**src/source/qeciphy_defs.svh**
```systemverilog
// ==============================
// QECIPHY SerDes constants
// ==============================

`ifndef QECIPHY_DEFS_SVH
`define QECIPHY_DEFS_SVH

`default_nettype none

// 64-bit words between frame alignment words
`define QECIPHY_MARKER_PERIOD 16

// Lane words without comma before byte alignment gives up
`define QECIPHY_ALIGN_TIMEOUT (4 * `QECIPHY_MARKER_PERIOD)

// Cycles slide-ready stays low after a slide
`define QECIPHY_SLIDE_WAIT 4

`default_nettype wire

`endif
```
**src/source/qeciphy_pkg.sv**
```systemverilog
// ==============================
// QECIPHY SerDes shared types
// ==============================

`default_nettype none

package qeciphy_pkg;

   // Lane word passed between SerDes stages
   typedef struct packed {
      logic [31:0] data;   // Four bytes with byte 0 first on the line
      logic        valid;  // Word present this cycle
   } lane_word_t;

   // Byte aligner FSM states
   typedef enum logic [2:0] {
      SEARCH,    // Scan all byte lanes for a comma
      SLIDE,     // One-cycle slide request
      WAIT_RDY,  // Lane recovering from slide
      CONFIRM,   // Await second comma in lane 0
      DONE,      // Byte aligned, held until reset
      FAIL       // No comma found in time
   } byte_align_state_e;

   // Word aligner FSM states
   typedef enum logic [1:0] {
      HUNT,    // Look for FAW at either phase
      LOCKED,  // Phase known, emit pairs
      FLIP     // Skip one phase toggle
   } word_align_state_e;

   localparam logic [7:0]  COMMA_BYTE = 8'hBC;
   // Low lane word carries the comma in byte 0 and the high word none
   localparam logic [63:0] FAW_WORD   = 64'h5A3C_96E1_4F2D_71BC;

endpackage

`default_nettype wire

```
**src/source/qeciphy_tx_64b_to_32b.sv**
```systemverilog
// ==============================
// TX 64b to 32b splitter
// ==============================

`timescale 1ns/1ps
`default_nettype none

module qeciphy_tx_64b_to_32b (
   input  logic                    clk_i,        // Lane-rate clock
   input  logic                    rst_n_i,      // Async reset, active low
   input  logic [63:0]             tx_tdata_i,   // Protocol word
   output logic                    tx_tready_o,  // Word taken this cycle
   output qeciphy_pkg::lane_word_t lane_o        // Lane word to the line
);

   logic        ready_q;  // Phase flop, high on capture cycles
   logic        valid_q;  // Set after first capture
   logic [31:0] data_q;   // Lane word being sent
   logic [31:0] hi_q;     // Upper half waits one cycle

   // ==============================
   // Phase and valid
   // ==============================
   always_ff @(posedge clk_i or negedge rst_n_i) begin
      if (!rst_n_i) begin
         ready_q <= 1'b0;
         valid_q <= 1'b0;
      end else begin
         ready_q <= ~ready_q;  // Toggle every cycle
         if (ready_q) begin
            valid_q <= 1'b1;  // Stream runs from here on
         end
      end
   end

   // Low half right after capture, high half next
   always_ff @(posedge clk_i) begin
      if (ready_q) begin
         data_q <= tx_tdata_i[31:0];   // Low half goes first
         hi_q   <= tx_tdata_i[63:32];  // Hold upper half
      end else begin
         data_q <= hi_q;
      end
   end

   assign tx_tready_o = ready_q;
   assign lane_o      = '{data: data_q, valid: valid_q};

endmodule

`default_nettype wire

```
**config.mk**
```make
export PLATFORM = sky130hd
export DESIGN_NAME = qeciphy_tx_64b_to_32b
export DESIGN_NICKNAME = d
export VERILOG_FILES = /design/src/source/qeciphy_defs.svh /design/src/source/qeciphy_pkg.sv /design/src/source/qeciphy_tx_64b_to_32b.sv
export SDC_FILE = /design/constraint.sdc
export NUM_CORES = 1
export LEC_CHECK = 0
export BUFFER_PORTS_ARGS = -buffer_cell sky130_fd_sc_hd__buf_2
export CORE_ASPECT_RATIO = 0.5
export CORE_MARGIN = 10
export CORE_UTILIZATION = 41
export CTS_CLUSTER_SIZE = 16
export DETAILED_ROUTE_END_ITERATION = 7
export PLACE_DENSITY = 0.77
export REMOVE_ABC_BUFFERS = 1
export SLEW_MARGIN = 20
export SYNTH_ARGS = -nofsm -noshare
export SYNTH_HDL_FRONTEND = slang
export SYNTH_SLANG_ARGS = --single-unit
export TNS_END_PERCENT = 5
```
**constraint.sdc**
```tcl
create_clock -name clk_i -period 1.8 [get_ports clk_i]
set_input_delay 0.27 -clock clk_i [delete_from_list [all_inputs] [get_ports clk_i]]
set_output_delay 0.27 -clock clk_i [all_outputs]
set_load 0.005 [all_outputs]
```
[After elaboration in Yosys (flattened, before gate mapping)]
Cells that the tools add are included.
Word-level totals
  bits in registers: 66
  input port bits: 66
  output and inout bits: 34
  logic and storage cells: 6
Operators by class
  muxes and demuxes: 1
  bitwise logic cells: 1
Operator list (count)
  2-to-1 mux 32 bit: 1
  NOT 1 bit: 1

[Logic depth before layout (Yosys ltp)]
  depth after elaboration: 1
  gate-level depth with buffers: 3
  gate-level depth less buffers: 1

[Worst setup path after synthesis]
OpenSTA, ideal clock, no wires.
  path type: register -> register
  from: register ready_q (netlist: tx_tready_o)
  to: register data_q[10]
  library setup time: 0.121 ns
  arrival: 1.681 ns
  required time: 1.679 ns
  setup slack: -0.003 ns
  cell stages (with the launch flop): 4
  buffers on the path: 2
  clock period less this slack: 1.803 ns
  cell sequence: dfrtp_1 > buf_6 > buf_12 > mux2_4
Between the ends
  word-level cells in the longest chain between the ends: 1
RTL lines
  from (decl): line qeciphy_tx_64b_to_32b.sv:16  | logic ready_q;
  from (signal assigned): line qeciphy_tx_64b_to_32b.sv:29  | ready_q <= ~ready_q;
  2-to-1 mux 32 bit: line qeciphy_tx_64b_to_32b.sv:38  | if (ready_q) begin
  to (signal assigned): line qeciphy_tx_64b_to_32b.sv:39  | data_q <= tx_tdata_i[31:0];
  to (signal assigned): line qeciphy_tx_64b_to_32b.sv:42  | data_q <= hi_q;
  to (decl): line qeciphy_tx_64b_to_32b.sv:18  | logic [31:0] data_q;
No other way between the ends.
A chain may end at the register's enable or synchronous reset.

[Worst setup path in the final report]
  from: register ready_q (netlist: tx_tready_o)
  to: output tx_tready_o
RTL lines
  to (decl): line qeciphy_tx_64b_to_32b.sv:12  | output logic tx_tready_o,
No word-level cell between the ends.

==> metrics list <==
- The floorplan step set the die width to 124 um.
- Count of antenna-violating nets left after detailed routing: 0
- Actual slew at the worst max-slew pin: 0.214 ns
- The analysis attributes to cell leakage a power of 1.43 nW.
- Period Utilization, post-route: 76.9%
- Setup repair after global routing left no endpoint under its margin.
- The routed layout has 1216 vias.
- Dividing the detail-routed wire length by the instance count gives 16.1 um.
* Final setup violation count: 0
* Number of distinct standard cells referenced by the synthesized netlist: 10
- The post-route netlist has 67.0% of its cells at a drive strength greater than 1.
- Die area: 8890 um^2
- Total of warnings raised by yosys: 0
* Antenna violations before repair: 0
* Detailed Place HPWL: 3670 um
- Global placement routability congestion: 0.715
* Pin count of the biggest net entering global routing: 36
- Num CTS Buffers: 9
- The clock tree synthesis step divided the H-tree into 3 levels.
* GRT overflow: 0
- Number of global-route vias before repair: 1412
- Across the VDD grid, the largest voltage drop is 0.569 mV.
- Number of cells produced by synthesis: 105
* DRC Markers: 0
- Sequential elements use 74.9% of the synthesized area.
- Row cnt: 18
- Run status: finished clean
- Area growth syn-to-layout: 33.2%
- The number of hold violations in the final report was 0.
- Starting Density: 43.5%
* Arrival time of data at the critical path endpoint: 1.11 ns
- Critical path origin: tx_tready_o
- The first detailed-routing pass ran for 2 iterations.
- After detailed routing, the number of vias per cell comes to 4.22.
- Counting along the longest clock path gives a buffer depth of 2.
* Max_cap viols: 0
- Maximum clock frequency: 723 MHz
- The worst hold path belongs to the class input port to flop.
- Clock transition time at the flip-flop clock pins of the worst setup and hold paths: 0.06 ns
- STA puts the critical path data required time at 1.53 ns.
* Ant. Diodes: 0
* Clock tree from TritonCTS: done
- The clock arrives with 0.00439 ns of skew.
* Seq cells post-synth: 66
* Total global-route track usage: 10.9%
- Each instance of the synthesized netlist takes up on average 21.0 um^2.
- The clock reaches the later pin of the worst-skew pair after 0.32 ns.
- After the first detailed-routing iteration, the DRC count stood at 79.
- Worst hold path startpoint: tx_tdata_i[47]
- The layout has 415 filler cells.
* Power density over cell area: 985 nW/um^2
- Setup Crit Path Kind: flop to output port
* Summed negative setup slack over all endpoints: 0 ns
- The worst register-to-register path begins at tx_tready_o.
- Maximum fanout encountered on the critical timing path: 32
- The synthesized netlist occupies a cell area of 2210 um^2.
- Area of the placeable core: 5070 um^2
- In this run the tool buffered the top-level ports with 99 buffer cells.
* Total design power: 2.89 mW
* Post-CTS Setup Repair Bufs: 0
- CTS Root Cell: sky130_fd_sc_hd__clkbuf_8
- Headroom to the max-slew limit came out at 85.7%.
- The count of final max-slew check failures came to 0.
- The worst setup path is captured at an output port.
- From bottom edge to top edge, the die measures 71.9 um.
* Crit start category: flop
- Sinks on Clock Net: 66
* Total length of routed wires: 4630 um
- 100 I/O pins were placed.
- The first global-routing pass estimated 7100 um of wire.
- Time the final worst path needs with I/O delays and setup: 1.38 ns
- For this run, the post-layout net count is 279.
==> through the flow <==
step	util, %	cells	hold slack (ns)	instance area [um^2]	worst slack (ns)
finish	58.0	288	0.119	2940	0.416
global route	58.0	288	0.0814	2940	0.358
CTS	58.0	288	0.0905	2940	0.376
detailed placement	54.3	271	0.0621	2750	0.671
global placement	54.3	271	0.0593	2750	0.695
floorplan	-	100	-0.0256	2130	-0.743
==> final timing paths <==
kind,to,slack [ns],cells after the start
min in group asynchronous,tx_tready_o,0.27,2
worst min-delay path,hi_q[15],0.12,1
worst max-delay path,tx_tready_o,0.42,2
worst max register to register,data_q[0],0.67,2
worst min register to register,valid_q,0.46,1
max in group asynchronous,tx_tready_o,1.42,2
==> repair_timing <==
action	4_1_cts	5_1_grt
endpoints found under the hold margin	2	0
gates resized for setup	0	0
hold buffers	1	0
==> worst max-delay path, cell delays in order, from the launching register on <==
cell and delay (ns):
sky130_fd_sc_hd__dfrtp_2 0.41, sky130_fd_sc_hd__buf_12 0.23, sky130_fd_sc_hd__buf_2 0.15
==> Yosys cell counts (all sizes together) <==
| master | n | share of area [%] |
|---|---|---|
| dfxtp | 32 | 29 |
| edfxtp | 32 | 44 |
| mux2 | 32 | 21 |
| dfrtp | 2 | 2.3 |
| buf | 5 | 3.6 |
| inv | 1 | 0.17 |
| or2 | 1 | 0.28 |
==> state kept, by name (all words and copies together), names as in the netlist <==
signal,cells
valid_q,1
data_q,32
tx_tready_o,1
hi_q,32
==> power by group <==
part,switching (mW),internal [mW]
sequential,0.00833,1.61
combinational,0.0512,0.117
clock,0.478,0.629
==> area by class of cell <==
type                            instances  area, um^2  area share (%)
Clock inverter                          4        42.5            1.45
Clock buffer                           12         135            4.60
Multi-Input combinational cell         33         472            16.0
Sequential cell                        66        1650            56.2
Timing Repair Buffer                  102         546            18.6
Tap cell                               70        87.6            2.98
Inverter                                1        3.75           0.128
==> layer usage <==
metal,wire length [um],track usage [%],vias to the layer above
met5,0,0,-
met4,63,6.16,0
met3,315,5.08,5
met2,2900,21.5,29
met1,1360,8.52,587
li1,-,-,595
==> cells in the final DEF (no fill, tap or decap), types with 2 or more instances in the layout <==
cell type                  Yosys  final
sky130_fd_sc_hd__buf_12        3      2
sky130_fd_sc_hd__buf_2         0     99
sky130_fd_sc_hd__clkbuf_1      0      3
sky130_fd_sc_hd__clkbuf_8      0      9
sky130_fd_sc_hd__clkinv_1      0      2
sky130_fd_sc_hd__dfxtp_1      32     32
sky130_fd_sc_hd__edfxtp_1     32     32
sky130_fd_sc_hd__mux2_2        4      4
sky130_fd_sc_hd__mux2_4       28     28
==> cells by family (layout without fill, tap and decap cells) <==
| kind of cell | after synthesis | in the layout | synth area share, % |
|---|---|---|---|
| buffers and inverters | 6 | 119 | 3.74 |
| DFF | 66 | 66 | 74.9 |
| muxes | 32 | 32 | 21.1 |
| and+or+nand+nor | 1 | 1 | 0.284 |
(Power assumes the default switching activity.)
