File: config.mk
export PLATFORM = sky130hd
export DESIGN_NAME = qeciphy_rx_bytealigner
export DESIGN_NICKNAME = d
export VERILOG_FILES = /design/src/source/qeciphy_pkg.sv /design/src/source/qeciphy_rx_bytealigner.sv
export VERILOG_INCLUDE_DIRS = /design/src /design/src/source
export SDC_FILE = /design/constraint.sdc
export NUM_CORES = 1
export LEC_CHECK = 0
export BUFFER_PORTS_ARGS = -buffer_cell sky130_fd_sc_hd__buf_4
export CAP_MARGIN = 20
export CORE_ASPECT_RATIO = 1.1
export CORE_MARGIN = 10
export CORE_UTILIZATION = 48
export DETAILED_ROUTE_END_ITERATION = 16
export HOLD_SLACK_MARGIN = 0.08
export PLACE_DENSITY = 0.86
export SYNTH_ARGS = -nofsm -noshare
export SYNTH_HDL_FRONTEND = slang
export SYNTH_SLANG_ARGS = --single-unit
File: constraint.sdc
create_clock -name clk_i -period 5.9 [get_ports clk_i]
set_input_delay 1.18 -clock clk_i [delete_from_list [all_inputs] [get_ports clk_i]]
set_output_delay 1.18 -clock clk_i [all_outputs]
set_load 0.01 [all_outputs]
File: src/source/qeciphy_defs.svh
// ==============================
// QECIPHY SerDes constants
// ==============================

`ifndef QECIPHY_DEFS_SVH
`define QECIPHY_DEFS_SVH

`default_nettype none

// 64-bit words between frame alignment words
`define QECIPHY_MARKER_PERIOD 16

// Lane words without comma before byte alignment gives up
`define QECIPHY_ALIGN_TIMEOUT (4 * `QECIPHY_MARKER_PERIOD)

// Cycles slide-ready stays low after a slide
`define QECIPHY_SLIDE_WAIT 4

`default_nettype wire

`endif
File: src/source/qeciphy_pkg.sv
// ==============================
// QECIPHY SerDes shared types
// ==============================

`default_nettype none

package qeciphy_pkg;

   // Lane word passed between SerDes stages
   typedef struct packed {
      logic [31:0] data;   // Four bytes with byte 0 first on the line
      logic        valid;  // Word present this cycle
   } lane_word_t;

   // Byte aligner FSM states
   typedef enum logic [2:0] {
      SEARCH,    // Scan all byte lanes for a comma
      SLIDE,     // One-cycle slide request
      WAIT_RDY,  // Lane recovering from slide
      CONFIRM,   // Await second comma in lane 0
      DONE,      // Byte aligned, held until reset
      FAIL       // No comma found in time
   } byte_align_state_e;

   // Word aligner FSM states
   typedef enum logic [1:0] {
      HUNT,    // Look for FAW at either phase
      LOCKED,  // Phase known, emit pairs
      FLIP     // Skip one phase toggle
   } word_align_state_e;

   localparam logic [7:0]  COMMA_BYTE = 8'hBC;
   // Low lane word carries the comma in byte 0 and the high word none
   localparam logic [63:0] FAW_WORD   = 64'h5A3C_96E1_4F2D_71BC;

endpackage

`default_nettype wire

File: src/source/qeciphy_rx_bytealigner.sv
// ==============================
// RX comma byte aligner
// ==============================

`timescale 1ns/1ps
`include "qeciphy_defs.svh"
`default_nettype none

module qeciphy_rx_bytealigner (
   input  logic                    clk_i,         // Lane-rate clock
   input  logic                    rst_n_i,       // Async reset, active low
   input  qeciphy_pkg::lane_word_t lane_i,        // Word from the lane
   input  logic                    slide_rdy_i,   // Lane ready for a slide
   output logic                    slide_o,       // One-cycle slide request
   output qeciphy_pkg::lane_word_t lane_o,        // Registered pass-through
   output logic                    align_done_o,  // Comma locked in lane 0
   output logic                    align_fail_o   // Gave up on commas
);

   localparam int TIMEOUT = `QECIPHY_ALIGN_TIMEOUT;
   localparam int MISS_W  = $clog2(TIMEOUT);

   qeciphy_pkg::byte_align_state_e state_q;
   logic [MISS_W-1:0] miss_cnt_q;     // Words since last comma
   logic [1:0]        slides_left_q;  // Slides still to issue
   logic [3:0]        comma_hit;      // Comma per byte lane
   logic [1:0]        comma_lane;     // Lowest lane with a comma
   logic              miss_out;       // Timeout reached
   logic              valid_q;
   logic [31:0]       data_q;

   // ==============================
   // Comma detect
   // ==============================
   always_comb begin
      comma_lane = 2'd0;
      for (int i = 0; i < 4; i++) begin
         comma_hit[i] = (lane_i.data[8*i +: 8] == qeciphy_pkg::COMMA_BYTE);
      end
      for (int i = 3; i >= 0; i--) begin
         if (comma_hit[i]) begin
            comma_lane = 2'(i);
         end
      end
   end

   assign miss_out = (miss_cnt_q == MISS_W'(TIMEOUT - 1));

   // ==============================
   // Alignment FSM
   // ==============================
   always_ff @(posedge clk_i or negedge rst_n_i) begin
      if (!rst_n_i) begin
         state_q       <= qeciphy_pkg::SEARCH;
         miss_cnt_q    <= '0;
         slides_left_q <= '0;
      end else begin
         case (state_q)
            qeciphy_pkg::SEARCH: if (lane_i.valid) begin
               if (comma_hit[0]) begin
                  state_q    <= qeciphy_pkg::CONFIRM;  // Already aligned
                  miss_cnt_q <= '0;
               end else if (|comma_hit) begin
                  state_q       <= qeciphy_pkg::SLIDE;
                  slides_left_q <= 2'd0 - comma_lane;  // Slides to reach lane 0
               end else if (miss_out) begin
                  state_q <= qeciphy_pkg::FAIL;
               end else begin
                  miss_cnt_q <= miss_cnt_q + 1'b1;
               end
            end
            qeciphy_pkg::SLIDE: begin
               slides_left_q <= slides_left_q - 2'd1;
               state_q       <= qeciphy_pkg::WAIT_RDY;
            end
            qeciphy_pkg::WAIT_RDY: if (slide_rdy_i) begin
               if (slides_left_q != 2'd0) begin
                  state_q <= qeciphy_pkg::SLIDE;  // More bytes to shift
               end else begin
                  state_q    <= qeciphy_pkg::SEARCH;
                  miss_cnt_q <= '0;
               end
            end
            qeciphy_pkg::CONFIRM: if (lane_i.valid) begin
               if (comma_hit[0]) begin
                  state_q <= qeciphy_pkg::DONE;  // Second comma agrees
               end else if (|comma_hit) begin
                  state_q    <= qeciphy_pkg::SEARCH;  // Lane moved
                  miss_cnt_q <= '0;
               end else if (miss_out) begin
                  state_q <= qeciphy_pkg::FAIL;
               end else begin
                  miss_cnt_q <= miss_cnt_q + 1'b1;
               end
            end
            default: state_q <= state_q;  // DONE and FAIL hold
         endcase
      end
   end

   // Pass-through register
   always_ff @(posedge clk_i or negedge rst_n_i) begin
      if (!rst_n_i) begin
         valid_q <= 1'b0;
      end else begin
         valid_q <= lane_i.valid;
      end
   end

   always_ff @(posedge clk_i) begin
      data_q <= lane_i.data;
   end

   assign slide_o      = (state_q == qeciphy_pkg::SLIDE);
   assign align_done_o = (state_q == qeciphy_pkg::DONE);
   assign align_fail_o = (state_q == qeciphy_pkg::FAIL);
   assign lane_o       = '{data: data_q, valid: valid_q};

endmodule

`default_nettype wire

# ---- Yosys cells after proc, flatten, opt, wreduce, memory -nomap -nowiden
# Index checks and enable logic that the tools add are counted.
dict set report word_totals {
  register_bits 44
  latch_bits 0
  ram_bits 0
  mem_bits_ro 0
  out_inout_bits 36
  mem_count 0
}
dict set report op_classes {
  add_sub_neg 3
  multipliers 0
  n_div 0
  n_lt_le_gt_ge 0
  n_eq_ne 18
  shift 0
  n_mux 28
  n_bitwise 0
  n_reduce_logical 9
}
# cell n
set ops {}
lappend ops {{two-way mux 6 bit} 9}
lappend ops {{equality test 8 bit, second input constant} 4}
lappend ops {{two-way mux 3 bit} 8}
lappend ops {{case mux 6 bit (3 select lines)} 1}
lappend ops {{two-way mux 2 bit} 7}
lappend ops {{!= test 2 bit, second input constant} 7}
lappend ops {{case mux 3 bit (4 select lines)} 1}
lappend ops {{AND reduction 4 bit} 2}
lappend ops {{AND reduction 7 bit} 1}
lappend ops {{adder 6 x 1 -> 6 bit, second input constant} 1}
lappend ops {{equality test 3 x 2 -> 1 bit, second input constant} 2}
lappend ops {{equality test 3 bit, second input constant} 2}
lappend ops {{equality test 6 bit, second input constant} 1}
lappend ops {{case mux 2 bit (2 select lines)} 1}
lappend ops {{nonzero test 2 bit} 2}
lappend ops {{nonzero test 4 bit} 1}
lappend ops {{OR reduction 4 bit} 1}
lappend ops {{equality test 3 x 1 -> 1 bit, second input constant} 1}
lappend ops {{zero test 3 bit} 1}
lappend ops {{!= test 3 bit, second input constant} 1}
lappend ops {{nonzero test 3 bit} 1}
lappend ops {{subtractor 1 x 2 -> 2 bit, first input constant} 1}
lappend ops {{subtractor 2 x 1 -> 2 bit, second input constant} 1}
lappend ops {{two-way mux 1 bit} 1}

# ---- Logic depth before layout (Yosys ltp)
dict set report logic_depth {
  word_depth 10
  depth_mapped 6
  mapped_depth_nobuf 6
}

# ---- Worst setup path after synthesis
# Ideal clock, no wire load.
dict set report synth_path {
  path_type {in2reg}
  from {in lane_i[7] (netlist bit)}
  to {reg miss_cnt_q[0]}
  setup_time_ps 121
  t_arrival_ps 2737
  required_time_ps 5779
  slack_ps 3042
  stages 6
  n_path_buf 0
  path_cell_list {nand2b_4 -> nor4_4 -> mux2i_1 -> a211oi_4 -> a21bo_1 -> a22o_1}
}
dict set report synth_between {
  elab_chain_len 6
  elab_cells_between_ends 11
}
# item line_no
set synth_lines {}
lappend synth_lines {{start: declaration} qeciphy_rx_bytealigner.sv:12} ;# input qeciphy_pkg::lane_word_t lane_i,
lappend synth_lines {{equality test 8 bit *} qeciphy_rx_bytealigner.sv:38} ;# comma_hit[i] = (lane_i.data[8*i +: 8] == qeciphy_pkg::COMMA_BYTE);
lappend synth_lines {{OR reduction 4 bit} {qeciphy_rx_bytealigner.sv:63, qeciphy_rx_bytealigner.sv:87}}
lappend synth_lines {{two-way mux 6 bit} qeciphy_rx_bytealigner.sv:87} ;# end else if (|comma_hit) begin
lappend synth_lines {{two-way mux 6 bit} qeciphy_rx_bytealigner.sv:85} ;# if (comma_hit[0]) begin
lappend synth_lines {{two-way mux 6 bit} qeciphy_rx_bytealigner.sv:84} ;# qeciphy_pkg::CONFIRM: if (lane_i.valid) begin
lappend synth_lines {{case mux 6 bit (3 select lines)} qeciphy_rx_bytealigner.sv:58} ;# case (state_q)
lappend synth_lines {{end signal: assignment} qeciphy_rx_bytealigner.sv:69} ;# miss_cnt_q <= miss_cnt_q + 1'b1;
lappend synth_lines {{end signal: assignment} qeciphy_rx_bytealigner.sv:93} ;# miss_cnt_q <= miss_cnt_q + 1'b1;
lappend synth_lines {{end: declaration} qeciphy_rx_bytealigner.sv:24} ;# logic [MISS_W-1:0] miss_cnt_q;
# Mark *: on every way between the ends. The rest lies on a longest branch, timed or not. The select of a mux whose other input is x is not followed.
# A chain may end at the register's enable or synchronous reset.

# ---- Final worst setup path
# Same ends and word-level chain as after synthesis.

==> flow_metrics.tcl <==
set metrics [dict create \
    status "completed" \
    post-cts-setup-buffers 0 \
    pwr-share-clk 0.292 \
    worst-path-max-fanout 10 \
    setup_viol 0 \
    cts_made_buffers 5 \
    maxSlewHeadroom 0.405 \
    cp.arrival_ns 3.02 \
    syn-instance-count 130 \
    synth_edf_count 0 \
    synth_warnings 0 \
    crit_path_top_delay_cell "nor4_4" \
    cts_tree "done" \
    min_period_over_period 0.470 \
    regArea_sq_um 941 \
    first_iter_violations 111 \
    cts_root_buf "clkbuf_4" \
    vdd_ir_drop_max_mv 0.260 \
    hold_end "slides_left_q[1]" \
    r2r_setup_slack_ns 3.75 \
    grt_use_met3 0.0958 \
    cts.sinks 44 \
    path_cells "buf_4, nand2b_4, nor4_4, mux2i_1, a211oi_4, a21bo_1, a22o_1" \
    grt_antenna_before_repair 0 \
    worstReg2RegStart "state_q[0]" \
    p_int_mw 0.400 \
    routed_via_density 5.36 \
    grt_max_degree 17 \
    cp_slowest_stage_delay_ns 0.45 \
    fin_area_sq_mm 0.00214 \
    worstHoldStart "slides_left_q[1]" \
    insertion_delay_ns 0.34 \
    cts.htree.levels 2 \
    crit_path_start_kind "input port" \
    top_usage_layer "met2" \
    area_growth_pct 41.2 \
    drc 0 \
    grt_pass1_vias 1402 \
    cp_top_family "compound AO/OA/AOI/OAI gates" \
    synth_nets 168 \
    whs_ns 0.585 \
    worst_pin_slew_ns 0.881 \
    end_kind "register" \
    die_x_microns 73.6 \
    power_density_mw_per_mm2 241 \
    grt_pass1_wl_microns 6290 \
    via_count 1287 \
    ys_ff_latch 44 \
    seq_power_share 0.607 \
    drive_above_1_share 0.408 \
    antenna_cells 0 \
    place_area_sq_mm 0.00208 \
    drt_wl_total_microns 3820 \
    use_met1 0.131 \
    ys.flop_type "dfxtp_1" \
    rr_worst_depth 6 \
    first_pass_iters 5 \
    yosysSeqAreaShare 0.619 \
    fin_crit_ns 2.77 \
    fin_tns_setup_ns 0 \
    cts_hold_buffers 0 \
    fill_cells 226 \
    p_sw_mw 0.116 \
    skew_ns 0.00684 \
    dieArea_sq_mm 0.00582 \
    cts.path.max_buffers 2 \
    slew_viol_final 0 \
    syn_area_per_cell_sq_um 11.7 \
    r2r_end "miss_cnt_q[0]" \
    p_leak_nw 1.04 \
    multi_input_area_sq_um 548 \
    synth_area_sq_mm 0.00152 \
    final_util 0.704 \
    ys_types 38 \
    fmax_mhz 360 \
    die_h_microns 79 \
    maxCapViolCount 0 \
    p_total_mw 0.516 \
    min_path_type "reg -> reg" \
    grt.total_usage 0.136 \
    drtAntennaViolNets 0 \
    start_util 0.498 \
    grt_overflow 0 \
    hold_viol 0 \
    min_path_cells 2 \
    required_ns 6.14 \
    rsz0062_at_grt "no" \
    clk_pin_slew_worst_paths_ns 0.12 \
    p_sw_frac 0.224 \
    io_pins 72 \
    place.gp.congestion 0.823 \
    combPwrFrac 0.101 \
    critical_path_class "in -> reg" \
    cts-resized-gates 0 \
    globalRouteMet2Util 0.221 \
    portBuffers 71 \
    post-dp-hpwl_microns 3150 \
    rows 21 \
    fin_nets 243 \
    core-area_sq_mm 0.00305 \
    critPathBufInv 1 \
    wl_per_cell_microns 15.9 \
    async_reset_ff_frac 0.273 \
]
==> per-stage QoR <==
step | std cells | worst slack [ns]
final | 240 | 3.13
after global routing | 240 | 2.99
after CTS | 240 | 3.14
after detailed placement | 232 | 2.76
after global placement | 232 | 2.82
after floorplan | 130 | 3.04
==> cell usage in the layout, fill, tap and decap left out, types with 2 or more instances in the layout <==
cell and instances:
a21oi_1 9, nor3_1 3, buf_4 71, inv_1 4
nor4b_1 4, mux2i_1 4, dfxtp_1 32, nand3_1 3
o21ai_0 3, a31oi_1 2, and4b_1 3, clkbuf_4 5
and3_1 3, ha_1 2, dfrtp_1 12, nor2_1 9
nand2_1 7, nand4_1 7
==> power by group through the flow <==
stage | combinational (mW) | sequential [mW] | clock, mW
after floorplan | 0.00436 | 0.326 | 0
after global placement | 0.0516 | 0.320 | 0
after detailed placement | 0.0530 | 0.320 | 0
after CTS | 0.0530 | 0.314 | 0.156
after global routing | 0.0565 | 0.315 | 0.169
final | 0.0519 | 0.313 | 0.151
==> area by class of cell <==
class | instances | area share
sequential | 44 | 0.439
tap | 34 | 0.0198
clock buffer | 6 | 0.0239
timing repair buffer | 71 | 0.249
inverter | 4 | 0.00700
multi-input combinational | 79 | 0.256
clock inverter | 2 | 0.00642
==> worst reg2reg max path, delay by kind of cell (launching register included) <==
kind / cells / cell delay [ns]
AO/OA/AOI/OAI: 4 / 1.20
flip-flops: 1 / 0.58
multiplexers: 1 / 0.17
AND/OR/NAND/NOR: 1 / 0.10
==> cells by family (layout without fill, tap and decap cells) <==
kind of cell	count (synthesis)	in the layout	synth area share
buffers and inverters	7	83	0.0198
DFF	44	44	0.619
and+or+nand+nor	46	46	0.191
adders and majority gates	2	2	0.0165
AOI/OAI and AO/OA	27	27	0.127
muxes	4	4	0.0264
==> sequential cells by signal, indices dropped and copies added, names as in the netlist <==
| signal | flops |
|---|---|
| data_q | 32 |
| miss_cnt_q | 6 |
| state_q | 3 |
| slides_left_q | 2 |
| valid_q | 1 |
==> cells in the mapped netlist, drive strengths merged, types with 4 or more instances <==
cell	count	share of area
a21oi	9	0.030
dfrtp	12	0.20
dfxtp	32	0.42
inv	4	0.0099
mux2i	4	0.026
nand2	7	0.017
nand4	7	0.029
nor2	9	0.022
nor4b	4	0.023
==> layer usage <==
layer | vias up | routed length [microns]
met4 | 0 | 84
met1 | 589 | 1370
met5 | - | 0
li1 | 628 | -
met3 | 8 | 520
met2 | 62 | 1840
==> how the worst max path moves through the flow <==
| stage | depth (start not counted) | slack [ns] | endpoint | from |
|---|---|---|---|---|
| finish | 7 | 3.13 | miss_cnt_q[0] | lane_i[7] |
| global route | 7 | 2.99 | miss_cnt_q[0] | lane_i[7] |
| CTS | 4 | 3.14 | slide_o | state_q[2] |
| detailed placement | 7 | 2.76 | miss_cnt_q[0] | lane_i[7] |
| global placement | 7 | 2.82 | miss_cnt_q[0] | lane_i[7] |
| floorplan | 6 | 3.04 | miss_cnt_q[0] | lane_i[7] |
Power figures use the tool's default switching activity.
