`config.mk`:
```
export PLATFORM = sky130hd
export DESIGN_NAME = qeciphy_rx_32b_to_64b
export DESIGN_NICKNAME = d
export VERILOG_FILES = /design/src/source/qeciphy_defs.svh /design/src/source/qeciphy_pkg.sv /design/src/source/qeciphy_rx_32b_to_64b.sv
export SDC_FILE = /design/constraint.sdc
export NUM_CORES = 1
export LEC_CHECK = 0
export ABC_AREA = 1
export BUFFER_PORTS_ARGS = -buffer_cell sky130_fd_sc_hd__buf_2
export CORE_ASPECT_RATIO = 0.9
export CORE_UTILIZATION = 30
export CTS_CLUSTER_SIZE = 28
export DETAILED_ROUTE_END_ITERATION = 12
export PLACE_DENSITY_LB_ADDON = 0.12
export SKIP_LAST_GASP = 1
export SLEW_MARGIN = 20
export SYNTH_ARGS = -nofsm -noshare
export SYNTH_HDL_FRONTEND = slang
export SYNTH_SLANG_ARGS = --single-unit
```
`constraint.sdc`:
```
create_clock -name clk_i -period 3.5 [get_ports clk_i]
set_input_delay 0.35 -clock clk_i [delete_from_list [all_inputs] [get_ports clk_i]]
set_output_delay 0.35 -clock clk_i [all_outputs]
set_load 0.02 [all_outputs]
```
`src/source/qeciphy_defs.svh`:
```
// ==============================
// QECIPHY SerDes constants
// ==============================

`ifndef QECIPHY_DEFS_SVH
`define QECIPHY_DEFS_SVH

`default_nettype none

// 64-bit words between frame alignment words
`define QECIPHY_MARKER_PERIOD 16

// Lane words without comma before byte alignment gives up
`define QECIPHY_ALIGN_TIMEOUT (4 * `QECIPHY_MARKER_PERIOD)

// Cycles slide-ready stays low after a slide
`define QECIPHY_SLIDE_WAIT 4

`default_nettype wire

`endif
```
`src/source/qeciphy_pkg.sv`:
```
// ==============================
// QECIPHY SerDes shared types
// ==============================

`default_nettype none

package qeciphy_pkg;

   // Lane word passed between SerDes stages
   typedef struct packed {
      logic [31:0] data;   // Four bytes with byte 0 first on the line
      logic        valid;  // Word present this cycle
   } lane_word_t;

   // Byte aligner FSM states
   typedef enum logic [2:0] {
      SEARCH,    // Scan all byte lanes for a comma
      SLIDE,     // One-cycle slide request
      WAIT_RDY,  // Lane recovering from slide
      CONFIRM,   // Await second comma in lane 0
      DONE,      // Byte aligned, held until reset
      FAIL       // No comma found in time
   } byte_align_state_e;

   // Word aligner FSM states
   typedef enum logic [1:0] {
      HUNT,    // Look for FAW at either phase
      LOCKED,  // Phase known, emit pairs
      FLIP     // Skip one phase toggle
   } word_align_state_e;

   localparam logic [7:0]  COMMA_BYTE = 8'hBC;
   // Low lane word carries the comma in byte 0 and the high word none
   localparam logic [63:0] FAW_WORD   = 64'h5A3C_96E1_4F2D_71BC;

endpackage

`default_nettype wire

```
`src/source/qeciphy_rx_32b_to_64b.sv`:
```
// ==============================
// RX FAW word aligner
// ==============================

`timescale 1ns/1ps
`default_nettype none

module qeciphy_rx_32b_to_64b (
   input  logic                    clk_i,        // Lane-rate clock
   input  logic                    rst_n_i,      // Held low until byte aligned
   input  qeciphy_pkg::lane_word_t lane_i,       // Byte-aligned lane word
   output logic [63:0]             tdata_64b_o,  // Rebuilt protocol word
   output logic                    tvalid_o,     // One pulse per word pair
   output logic                    aligned_o     // Word phase locked
);

   qeciphy_pkg::word_align_state_e state_q;
   logic        phase_q;   // High when lane_i is the upper half
   logic        tvalid_q;
   logic [31:0] prev_q;    // Previous lane word
   logic [63:0] pair;      // Current word over previous
   logic [63:0] tdata_q;
   logic        faw_hit;

   assign pair    = {lane_i.data, prev_q};
   assign faw_hit = lane_i.valid && (pair == qeciphy_pkg::FAW_WORD);

   // ==============================
   // Phase FSM
   // ==============================
   always_ff @(posedge clk_i or negedge rst_n_i) begin
      if (!rst_n_i) begin
         state_q  <= qeciphy_pkg::HUNT;
         phase_q  <= 1'b0;
         tvalid_q <= 1'b0;
      end else begin
         tvalid_q <= 1'b0;
         if (lane_i.valid) begin
            phase_q <= ~phase_q;  // Alternate low and high halves
            case (state_q)
               qeciphy_pkg::HUNT: if (faw_hit) begin
                  // FAW on the low slot means halves are swapped
                  state_q <= phase_q ? qeciphy_pkg::LOCKED : qeciphy_pkg::FLIP;
               end
               qeciphy_pkg::FLIP: begin
                  phase_q <= phase_q;  // Skip one toggle
                  state_q <= qeciphy_pkg::HUNT;
               end
               qeciphy_pkg::LOCKED: begin
                  tvalid_q <= phase_q;  // Emit on upper half
                  if (faw_hit && !phase_q) begin
                     state_q <= qeciphy_pkg::HUNT;  // Phase lost
                  end
               end
               default: state_q <= qeciphy_pkg::HUNT;
            endcase
         end
      end
   end

   // Word data path
   always_ff @(posedge clk_i) begin
      if (lane_i.valid) begin
         prev_q  <= lane_i.data;
         tdata_q <= pair;
      end
   end

   assign tdata_64b_o = tdata_q;
   assign tvalid_o    = tvalid_q;
   assign aligned_o   = (state_q == qeciphy_pkg::LOCKED);

endmodule

`default_nettype wire

```
* After elaboration in Yosys (flattened, before gate mapping)
Index checks and enable logic that the tools add are counted.
Widths: inputs -> output; s select.
** Storage, ports and cells
- Bits in registers :: 100
- Logic and storage cells :: 24
- Output and inout bits :: 66
- Input port bits :: 35
** Operators by class
- Mux-type cells :: 6
- Equal/unequal tests :: 5
- Reduce and logical (&&, ||, !) cells :: 6
- Bitwise gates (word level) :: 2
** Operators with widths (number)
- $eq 64x63->1 const B :: 1
- $mux 2 :: 3
- $pmux 2 s2 :: 1
- $reduce_and 3->1 :: 1
- $eq 2x1->1 const B :: 1
- $eq 2x2->1 const B :: 1
- $logic_and 1x1->1 :: 2
- $logic_not 2->1 :: 1
- $mux 1 :: 2
- $ne 2x1->1 const B :: 1
- $ne 2x2->1 const B :: 1
- $not 1->1 :: 2
- $reduce_and 2->1 :: 1
- $logic_not 1->1 :: 1

* Depth between registers and ports, before layout
Gate-level depths: netlist of the first run.
- Depth in word-level cells :: 5
- Depth in mapped cells :: 11
- Mapped depth without buffers :: 11

* Worst setup path before layout of the first run
OpenSTA, ideal clock, no wires.
- Path kind :: reg2reg
- From :: register prev_q[20]
- To :: register state_q[0]
- Arrival :: 1.137 ns
- Buffers on the path :: 0
- Period minus slack after synthesis :: 1.253 ns
- Library setup time :: 0.116 ns
- Path slack :: 2.247 ns
- Required time :: 3.384 ns
- Cell stages (with the launch flop) :: 11
- Path through :: edfxtp_1 nor2_1 nand2_1 nor2_1 nand2_1 nor2_1 nand2_1 nand2_2 nand2_1 nand2_1 nand2_1
** On the way
- Cells in the longest elaborated chain, start to end :: 5
- Elaborated cells between the ends (all ways) :: 6
- Those cells by class :: eq/ne: 3; reduce/logical: 3
** Ends and longest elaborated chain
- start, declared :: line qeciphy_rx_32b_to_64b.sv:20 : logic [31:0] prev_q;
- start signal, assigned :: line qeciphy_rx_32b_to_64b.sv:64 : prev_q <= lane_i.data;
- $eq 64x63->1 (*) :: line qeciphy_rx_32b_to_64b.sv:26 : assign faw_hit = lane_i.valid && (pair == qeciphy_pkg::FAW_WORD);
- $logic_and 1x1->1 (*) :: line qeciphy_rx_32b_to_64b.sv:26
- $logic_and 1x1->1 :: line qeciphy_rx_32b_to_64b.sv:51 : if (faw_hit && !phase_q) begin
- $ne 2x1->1 (no source line)
- $reduce_and 3->1 (no source line) (*)
- end signal, assigned :: line qeciphy_rx_32b_to_64b.sv:33 : state_q <= qeciphy_pkg::HUNT;
- end signal, assigned :: line qeciphy_rx_32b_to_64b.sv:52 : state_q <= qeciphy_pkg::HUNT;
- end signal, assigned :: line qeciphy_rx_32b_to_64b.sv:55 : default: state_q <= qeciphy_pkg::HUNT;
- end, declared :: line qeciphy_rx_32b_to_64b.sv:17 : qeciphy_pkg::word_align_state_e state_q;
Mark *: on every way between the ends. The rest lies on a longest branch, timed or not.
A chain may end at the register's enable or synchronous reset.

* Worst setup path in the final report of the first run
- From :: register state_q[0]
- To :: output aligned_o
** On the way
- Cells in the longest elaborated chain, start to end :: 1
** Ends and longest elaborated chain
- start signal, assigned :: line qeciphy_rx_32b_to_64b.sv:33
- start signal, assigned :: line qeciphy_rx_32b_to_64b.sv:43 : state_q <= phase_q ? qeciphy_pkg::LOCKED : qeciphy_pkg::FLIP;
- start signal, assigned :: line qeciphy_rx_32b_to_64b.sv:47 : state_q <= qeciphy_pkg::HUNT;
- $eq 2x1->1 :: line qeciphy_rx_32b_to_64b.sv:71 : assign aligned_o = (state_q == qeciphy_pkg::LOCKED);
- end, declared :: line qeciphy_rx_32b_to_64b.sv:14 : output logic aligned_o
No other way between the ends.

==> impl_results.md, run 1 <==
* Outcome: finished clean
* Hold Path End: prev_q[12]$_DFFE_PP_
* Routed length per instance at between 10 and 15 µm
* Layout cell share with drive strength beyond 1 at 41.6%
* Setup slack, reg-to-reg at 2.20 ns
* Slew HR at 73.6%
* Crit-path max FO at 3
* Critical path endpoint category: output port
* Hold Violations, Final at 0
* Final HPWL DP at 3880 µm
* Remaining antenna violation count after routing at 0
* Achievable clock frequency at 0.699 GHz
* Detailed Route WL at between 5000 and 6000 µm
* Die area at 8510 µm²
* Final TNS setup at 0 ns
* Mapped Cells at 174
* Sinks on Clock Net at 68
* Worst Hold Launch: lane_i[13]
* Die W at about 100 µm
* Crit-path slowest cell: dfrtp_1
* CTS Buf Count at 9
* Max_cap viols at 0
* Clock Pin Slew Worst Setup and Hold Paths at 0.07 ns
* Post-synthesis cell type count at 10
* Initial antenna violation count at 0
* Final worst-path cycle share at 40.9%
* DRT Pass-1 Iters at 4
* Syn Std Cell Area at 2440 µm²
* DRC Markers at 0
* Fin. max-slew vios at 0
* Worst r2r src: prev_q[6]$_DFFE_PP_
* Most frequent cells in the layout: 100 x buf_2, 64 x edfxtp_1, 36 x nand2_1
* Worst-Margin Slew at a little under 0.4 ns
* RSZ-0062 raised after global routing: no
* Post-synthesis net count at between 200 and 250
* Ports at 101
* Final Skew at 0.00543 ns
* Post-CTS setup buffer count at 0
* Ant diodes at 0
* Clock Path Buffers at 2
* Register area share after synthesis at slightly above 80%
* Critical Path AT at ~1.1 ns
* Rows at 30
* Fin crit period at 1.43 ns
* Worst hold path class: in -> reg
* Overall global routing resource usage at 12.3%
* Largest net degree at the start of global routing at 26
* Startpoint types: flop
* Synthesized flop and latch total at 68
* Global route overflow at 0
* Root buf cell: clkbuf_8
* Slowest stage delay, CP at 0.38 ns
* LEAKAGE at 1.50 nW
* Vias in the first global route at 1602
* CTS tree: done
* Worst r2r dst: state_q[0]$_DFFE_PN0P_
* Worst-case vdd ir drop at 0.000252 V
* Initial DRC count at 60
* Syn_area_per_cell at 14.0 µm²
* # fillers at 758
* Commonest non-fill, non-tap cell in the layout: buf_2
* H-tree depth at 3
* Net count, final at 323
* PwrDens at 589 nW/µm²
* CP cell instances: inv_1 > nor2_1 > buf_2
* Gates resized, CTS repair at 0
* Initial Utilization at roughly a third
* Die Span Y at 87.6 µm
* WS Path Type: reg -> out
* Synth Warn # at 0
* Input/output buffers at 100
* Vias per Instance at 4.21
* Post-layout power at 0.00196 W
* Placeable core area at 7690 µm²
* Worst skew pair latency at 0.34 ns
* DR vias at about 1600
* Gpl congestion at 0.681
* Final Setup Violations at 0
* CP required at ~3.2 ns
* Hold path depth at 1
* Area growth syn-to-layout at 36.2%
* R2R depth at 10
* Global-route wire length before repair at 7760 µm
## worst max path at each step
stage,end,startpoint,slack (ns)
floorplan,state_q[0]$_DFFE_PN0P_,prev_q[20]$_DFFE_PP_,2.25
global placement,tdata_64b_o[0]$_DFFE_PP_,lane_i[0],2.04
detailed placement,tdata_64b_o[2]$_DFFE_PP_,lane_i[0],2.04
CTS,aligned_o,state_q[0]$_DFFE_PN0P_,2.04
global route,state_q[0]$_DFFE_PN0P_,prev_q[1]$_DFFE_PP_,1.97
finish,aligned_o,state_q[0]$_DFFE_PN0P_,2.07
## synthesized netlist by cell type
master | number | area share (%)
dfrtp_1 | 4 | 4.1
edfxtp_1 | 64 | 79
inv_1 | 28 | 4.3
nand2_1 | 36 | 5.5
nand2_2 | 1 | 0.26
nand3_1 | 4 | 0.82
nor2_1 | 31 | 4.8
nor2_2 | 4 | 1.0
o21ai_0 | 1 | 0.20
xor2_1 | 1 | 0.36
## logic make-up (layout without fill, tap and decap cells)
group,after synthesis,count (layout),synth area share [%]
simple gates,76,76,12.4
buf+inv,28,147,4.30
xor+xnor,1,1,0.358
compound gates,1,1,0.205
flops,68,68,82.7
## worst max-delay path, delay by kind of cell (launching register included)
family	cells	cell delay [ns]
buffers and inverters	2	0.25
flip-flops	1	0.38
AND/OR/NAND/NOR	1	0.12
## through the flow
step / instances / hold slack (ns) / setup WS, ns / utilization, % / instance area [µm²]
floorplan: 174 / 0.0544 / 2.25 / - / 2440
global placement: 372 / 0.165 / 2.04 / 40.0 / 3080
detailed placement: 372 / 0.163 / 2.04 / 40.0 / 3080
CTS: 389 / 0.181 / 2.04 / 43.3 / 3330
global route: 389 / 0.184 / 1.97 / 43.3 / 3330
finish: 389 / 0.203 / 2.07 / 43.3 / 3330
## layer usage
metal | up-vias | routed length, µm | GRT usage [%] | part of all wire (%)
met5 | - | 0 | 0 | 0
met4 | 0 | 82 | 5.29 | 1.6
li1 | 797 | - | - | -
met1 | 762 | 2200 | 15.4 | 43
met2 | 68 | 2430 | 19.1 | 47
met3 | 9 | 405 | 5.03 | 7.9
## registers in the layout (all words and copies together) (netlist names)
signal / cells
tdata_64b_o: 32
tvalid_o: 1
state_q: 2
phase_q: 1
prev_q: 32
## repair_timing
item,4_1_cts,5_1_grt
hold endpoints to repair,4,0
endpoints found under the setup margin,0,0
hold buffers,1,0
## layout make-up
cell class	count	area [µm²]	share of cell area [%]
Multi-Input combinational cell	78	317	9.51
Timing Repair Buffer	103	526	15.8
Clock buffer	9	124	3.72
Inverter	28	105	3.16
Clock inverter	7	115	3.46
Tap cell	96	120	3.61
Sequential cell	68	2020	60.8
## power by group
part | switching (W) | internal [W] | leakage, nW
Sequential | 0.0000333 | 0.000963 | 0.680
Clock | 0.000292 | 0.000470 | 0.117
Combinational | 0.000135 | 0.0000663 | 0.700
Total | 0.000460 | 0.00150 | 1.50
Note: power is estimated with default switching activity, not from simulation.
==> run 2, diff against run 1 <==
==> constraint.sdc (replaced) <==
create_clock -name clk_i -period 1.3 [get_ports clk_i]
set_input_delay 0.13 -clock clk_i [delete_from_list [all_inputs] [get_ports clk_i]]
set_output_delay 0.13 -clock clk_i [all_outputs]
set_load 0.02 [all_outputs]
==> impl_results.md, run 2 (synthesized netlist as in run 1, its figures left out) <==
* DRC Markers at 0
* LEAKAGE at 1.68 nW
* Final TNS setup at -0.00518 ns
* Worst-case vdd ir drop at just under 0.0007 V
* Most frequent cells in the layout: 97 x buf_2, 64 x edfxtp_1, 36 x nand2_1
* Final worst-path cycle share at 100%
* Initial antenna violation count at 0
* Sw frac at 25.5%
* Detailed Route WL at 5600 µm
* Largest net degree at the start of global routing at 41
* Sinks on Clock Net at 68
* Clock Path Buffers at 2
* Net count, final at 368
* Rows at 30
* Max_cap viols at 0
* Initial Utilization at 31.8%
* Global route overflow at 0
* Critical path endpoint category: flop
* WS Path Type: in -> reg
* Gpl congestion at 0.720
* DRT Pass-1 Iters at 4
* Commonest non-fill, non-tap cell in the layout: buf_2
* Fin. max-slew vios at 0
* Worst skew pair latency at 0.34 ns
* Die area at 8510 µm²
* H-tree depth at 3
* Power share of the clock group at 33.5%
* DR vias at ~1800
* CP required at 1.53 ns
* Fin crit period at 1.30 ns
* RSZ-0062 raised after global routing: yes
* CTS Buf Count at 9
* Worst r2r src: prev_q[9]$_DFFE_PP_
* Seq pwr share at 52.8%
* Achievable clock frequency at 0.766 GHz
* Routed length per instance at 12.9 µm
* DP Worst Slack at 0.0118 ns
* Hold Violations, Final at 0
* Critical Path AT at 1.53 ns
* Critical Path End: state_q[0]$_DFFE_PN0P_
* Vias per Instance at 4.15
* Failing checks: negative setup slack
* Ant diodes at 0
* Crit-path max FO at 3
* Startpoint types: primary input
* Layout cell share with drive strength beyond 1 at around two fifths
* Critical Path Source: lane_i[30]
* CTS tree: done
* Slew HR at 84.8%
* PwrDens at 1350 nW/µm²
* Pint at 0.00377 W
* Die Span Y at 87.6 µm
* R2R depth at 10
* Final HPWL DP at 3920 µm
* Remaining antenna violation count after routing at 0
* Input/output buffers at 100
* Setup slack, reg-to-reg at ~0.02 ns
* Initial DRC count at 77
* Worst-Margin Slew at 0.228 ns
* Root buf cell: clkbuf_8
* Area growth syn-to-layout at 53.1%
* Comb pwr share at between 10% and 20%
* Final Skew at 0.00958 ns
* Ports at slightly above 100
* Outcome: finished with violations
* Clock Pin Slew Worst Setup and Hold Paths at around 0.07 ns
* Worst r2r dst: state_q[0]$_DFFE_PN0P_
* Switching power at 0.00129 W
* Global-route wire length before repair at roughly 8800 µm
* Setup WS post-layout at -0.00472 ns
* Overall global routing resource usage at 13.8%
* Worst hold path class: in -> async
* Vias in the first global route at 1845
* Final Setup Violations at 2
* Placeable core area at 7690 µm²
* Die W at 97.1 µm
run 2: cell types whose count changed in the layout (fill, tap and decap cells not counted), sizes merged:
cell | before | now
clkinvlp | 1 | 2
bufinv | 3 | 1
inv | 28 | 29
clkinv | 3 | 2
buf | 102 | 115
dlygate4sd3 | 1 | 33
clkbuf | 9 | 10
run 2: repair_timing:
action                                 in CTS  in global routing
hold buffers                               33                  0
setup buffers                               1                  2
pin swaps                                   0                  8
resized for setup                           0                  5
endpoints found under the hold margin      36                  0
setup endpoints to repair                   1                  3
run 2: how the worst min path moves through the flow:
| stage | start | end | slack, ns | depth (start not counted) |
|---|---|---|---|---|
| floorplan | rst_n_i | phase_q$_DFFE_PN0P_ | -0.17 | 0 |
| global placement | rst_n_i | tvalid_o$_DFF_PN0_ | -0.06 | 1 |
| finish | rst_n_i | tvalid_o$_DFF_PN0_ | 0.12 | 2 |
| detailed placement | rst_n_i | tvalid_o$_DFF_PN0_ | -0.06 | 1 |
| CTS | rst_n_i | tvalid_o$_DFF_PN0_ | 0.10 | 2 |
| global route | rst_n_i | tvalid_o$_DFF_PN0_ | 0.12 | 2 |
run 2: metal layers:
layer  routed length (µm)  track usage (%)  vias up
li1                     -                -      884
met1                 2500             16.6      841
met2                 2670             22.7       71
met3                  350             4.95        7
met4                   82             6.11        0
met5                    0                0        -
run 2: cell type report:
class / instances / area (µm²)
clock buffers: 10 / 128
clock inverters: 6 / 63.8
fillers: 704 / 3950
inverters: 28 / 105
multi-input cells: 78 / 327
flip-flops and latches: 68 / 2020
well taps: 96 / 120
repair buffers: 148 / 976
run 2: power groups by stage:
stage                     Combinational, W  Clock, W  Sequential (W)
after global placement            0.000608         0         0.00272
after CTS                         0.000690   0.00175         0.00267
after detailed placement          0.000607         0         0.00272
after global routing              0.000753   0.00184         0.00269
after floorplan                  0.0000885         0         0.00291
final                             0.000691   0.00169         0.00267
run 2: metrics by stage:
stage                     power [W]  utilization, %  hold slack, ns  area (µm²)  std cells
after detailed placement    0.00333            41.5         -0.0565        3190        384
after CTS                   0.00512            48.4           0.101        3720        434
after global routing        0.00529            48.6           0.117        3740        434
after floorplan             0.00300               -          -0.166        2440        174
after global placement      0.00333            41.5         -0.0556        3190        384
final                       0.00505            48.6           0.116        3740        434
run 2: critical path, cell delays in order:
cell and delay, ns:
dlygate4sd3_1 0.55, buf_2 0.14, nor2_1 0.09, nand3_1 0.09, nor2_1 0.10, nand2_1 0.05, nor2_1 0.10, nand2_1 0.07
nand2_2 0.07, nand2_1 0.05, nand2_1 0.05, nand2_1 0.04
==> run 3, diff against run 2 <==
--- a/config.mk
+++ b/config.mk
@@ -6,9 +6,11 @@
 export NUM_CORES = 1
 export LEC_CHECK = 0
 export ABC_AREA = 1
-export BUFFER_PORTS_ARGS = -buffer_cell sky130_fd_sc_hd__buf_2
+export BUFFER_PORTS_ARGS = -buffer_cell sky130_fd_sc_hd__clkbuf_2
+export CELL_PAD_IN_SITES_DETAIL_PLACEMENT = 1
+export CELL_PAD_IN_SITES_GLOBAL_PLACEMENT = 2
 export CORE_ASPECT_RATIO = 0.9
-export CORE_UTILIZATION = 30
+export CORE_UTILIZATION = 27
 export CTS_CLUSTER_SIZE = 28
 export DETAILED_ROUTE_END_ITERATION = 12
 export PLACE_DENSITY_LB_ADDON = 0.12
==> impl_results.md, run 3 (synthesized netlist as in run 1, its figures left out) <==
* Outcome: finished with violations
* Failing checks: negative setup slack
* Largest net degree at the start of global routing at 44
* Layout cell share with drive strength beyond 1 at 42.4%
* Hold Violations, Final at 0
* Routed length per instance at 12.8 µm
* DR vias at 1834
* Clock Path Buffers at 2
* Initial antenna violation count at 0
* DP Cell Count at between 400 and 500
* Final Setup Violations at 1
* Gpl congestion at about 0.75
* Placeable core area at a little under 9000 µm²
* Vias per Instance at 3.92
* Setup WS post-layout at -0.0607 ns
* Rows at 32
* CP required at between 1 and 1.5 ns
* Slew HR at 82.5%
* Final HPWL DP at 4310 µm
* Ports at 101
* Sinks on Clock Net at slightly below 70
* Worst-Margin Slew at 0.262 ns
* Startpoint types: flop
* Clock Pin Slew Worst Setup and Hold Paths at 0.07 ns
* Ant diodes at 0
* Achievable clock frequency at 0.735 GHz
* Die W at 102 µm
* Initial Utilization at 28.1%
* Critical Path Source: prev_q[23]$_DFFE_PP_
* Vias in the first global route at 1953
* Critical path endpoint category: output port
* Global route overflow at 0
* Remaining antenna violation count after routing at 0
* Worst skew pair latency at about 0.34 ns
* Layout Cells excl Fill at 468
* Crit-path max FO at 2
* Input/output buffers at 100
* Fin crit period at 1.36 ns
* Worst r2r src: prev_q[20]$_DFFE_PP_
* Fin. max-slew vios at 0
* Die area at 9440 µm²
* CTS Buf Count at 9
* Net count, final at 379
* Most frequent cells in the layout: 95 x clkbuf_2, 64 x edfxtp_1, 36 x nand2_1
* Final TNS setup at -0.0607 ns
* Initial DRC count at 34
* Final worst-path cycle share at 105%
* Critical Path AT at 1.23 ns
* Overall global routing resource usage at 13.3%
* CTS tree: done
* Crit-path slowest cell: edfxtp_1
* Max_cap viols at 0
* Area growth syn-to-layout at 59.4%
* Worst hold path class: in -> reg
* Worst Hold Launch: lane_i[0]
* LEAKAGE at 1.78 nW
* Commonest non-fill, non-tap cell in the layout: clkbuf_2
* Slowest stage delay, CP at 0.40 ns
* Final Skew at between 0.008 and 0.009 ns
* WS Path Type: reg -> out
* CP cell instances: buf_4 > buf_6 > buf_4 > buf_6
* Die Span Y at 92.3 µm
* PwrDens at 1410 nW/µm²
* Root buf cell: clkbuf_8
* Worst-case vdd ir drop at ~0.00063 V
* Global-route wire length before repair at 9200 µm
* DRT Pass-1 Iters at 4
* Detailed Route WL at 5970 µm
* DRC Markers at 0
* RSZ-0062 raised after global routing: yes
* H-tree depth at 3
==> run 3: critical path: cells and delay by family, from the launching register on <==
| kind | cells | cell delay (ns) |
|---|---|---|
| buffers and inverters | 4 | 0.50 |
| DFF | 1 | 0.40 |
==> run 3: cell type report <==
class / instances / area, µm²
repair buffers: 159 / 1060
flip-flops and latches: 68 / 2020
multi-input cells: 78 / 322
clock buffers: 9 / 124
inverters: 28 / 105
well taps: 119 / 149
fillers: 956 / 4790
clock inverters: 7 / 115
==> run 3: through the flow <==
stage	worst slack, ns	hold slack, ns	utilization (%)	power, W	cell area (µm²)
5_1_grt	-0.125	0.0946	44.8	0.00572	3900
6_report	-0.0607	0.0956	44.8	0.00549	3900
2_1_floorplan	0.0465	-0.166	-	0.00300	2440
4_1_cts	-0.00286	0.0826	44.5	0.00557	3870
3_3_place_gp	-0.0304	-0.0542	37.8	0.00336	3290
3_5_place_dp	-0.0232	-0.0552	37.8	0.00337	3290
==> run 3: metal layers <==
| layer | part of all wire, % | track usage (%) | vias up |
|---|---|---|---|
| li1 | - | - | 909 |
| met1 | 43 | 15.7 | 855 |
| met2 | 51 | 22.2 | 62 |
| met3 | 4.8 | 3.81 | 8 |
| met4 | 1.7 | 6.07 | 0 |
| met5 | 0 | 0 | - |
==> run 3: worst paths after layout <==
check / endpoint / slack (ns) / cells after the start
max: tdata_64b_o[55] / -0.06 / 4
min in group asynchronous: tvalid_o$_DFF_PN0_ / 0.12 / 2
max reg2reg: state_q[0]$_DFFE_PN0P_ / 0.02 / 10
min: tdata_64b_o[22]$_DFFE_PP_ / 0.1 / 1
min reg2reg: tdata_64b_o[26]$_DFFE_PP_ / 0.49 / 0
max in group asynchronous: phase_q$_DFFE_PN0P_ / 1.04 / 2
==> run 3: where the power goes <==
part / internal (W) / switching (W)
sequential: 0.00259 / 0.0000794
clock: 0.00127 / 0.000810
combinational: 0.000319 / 0.000420
==> run 3: timing repair <==
| action | 4_1_cts | 5_1_grt |
|---|---|---|
| endpoints found under the setup margin | 2 | 5 |
| hold buffers | 33 | 0 |
| endpoints found under the hold margin | 36 | 0 |
| gates resized for setup | 0 | 11 |
| pin swaps | 5 | 5 |
| buffers inserted | 2 | 1 |
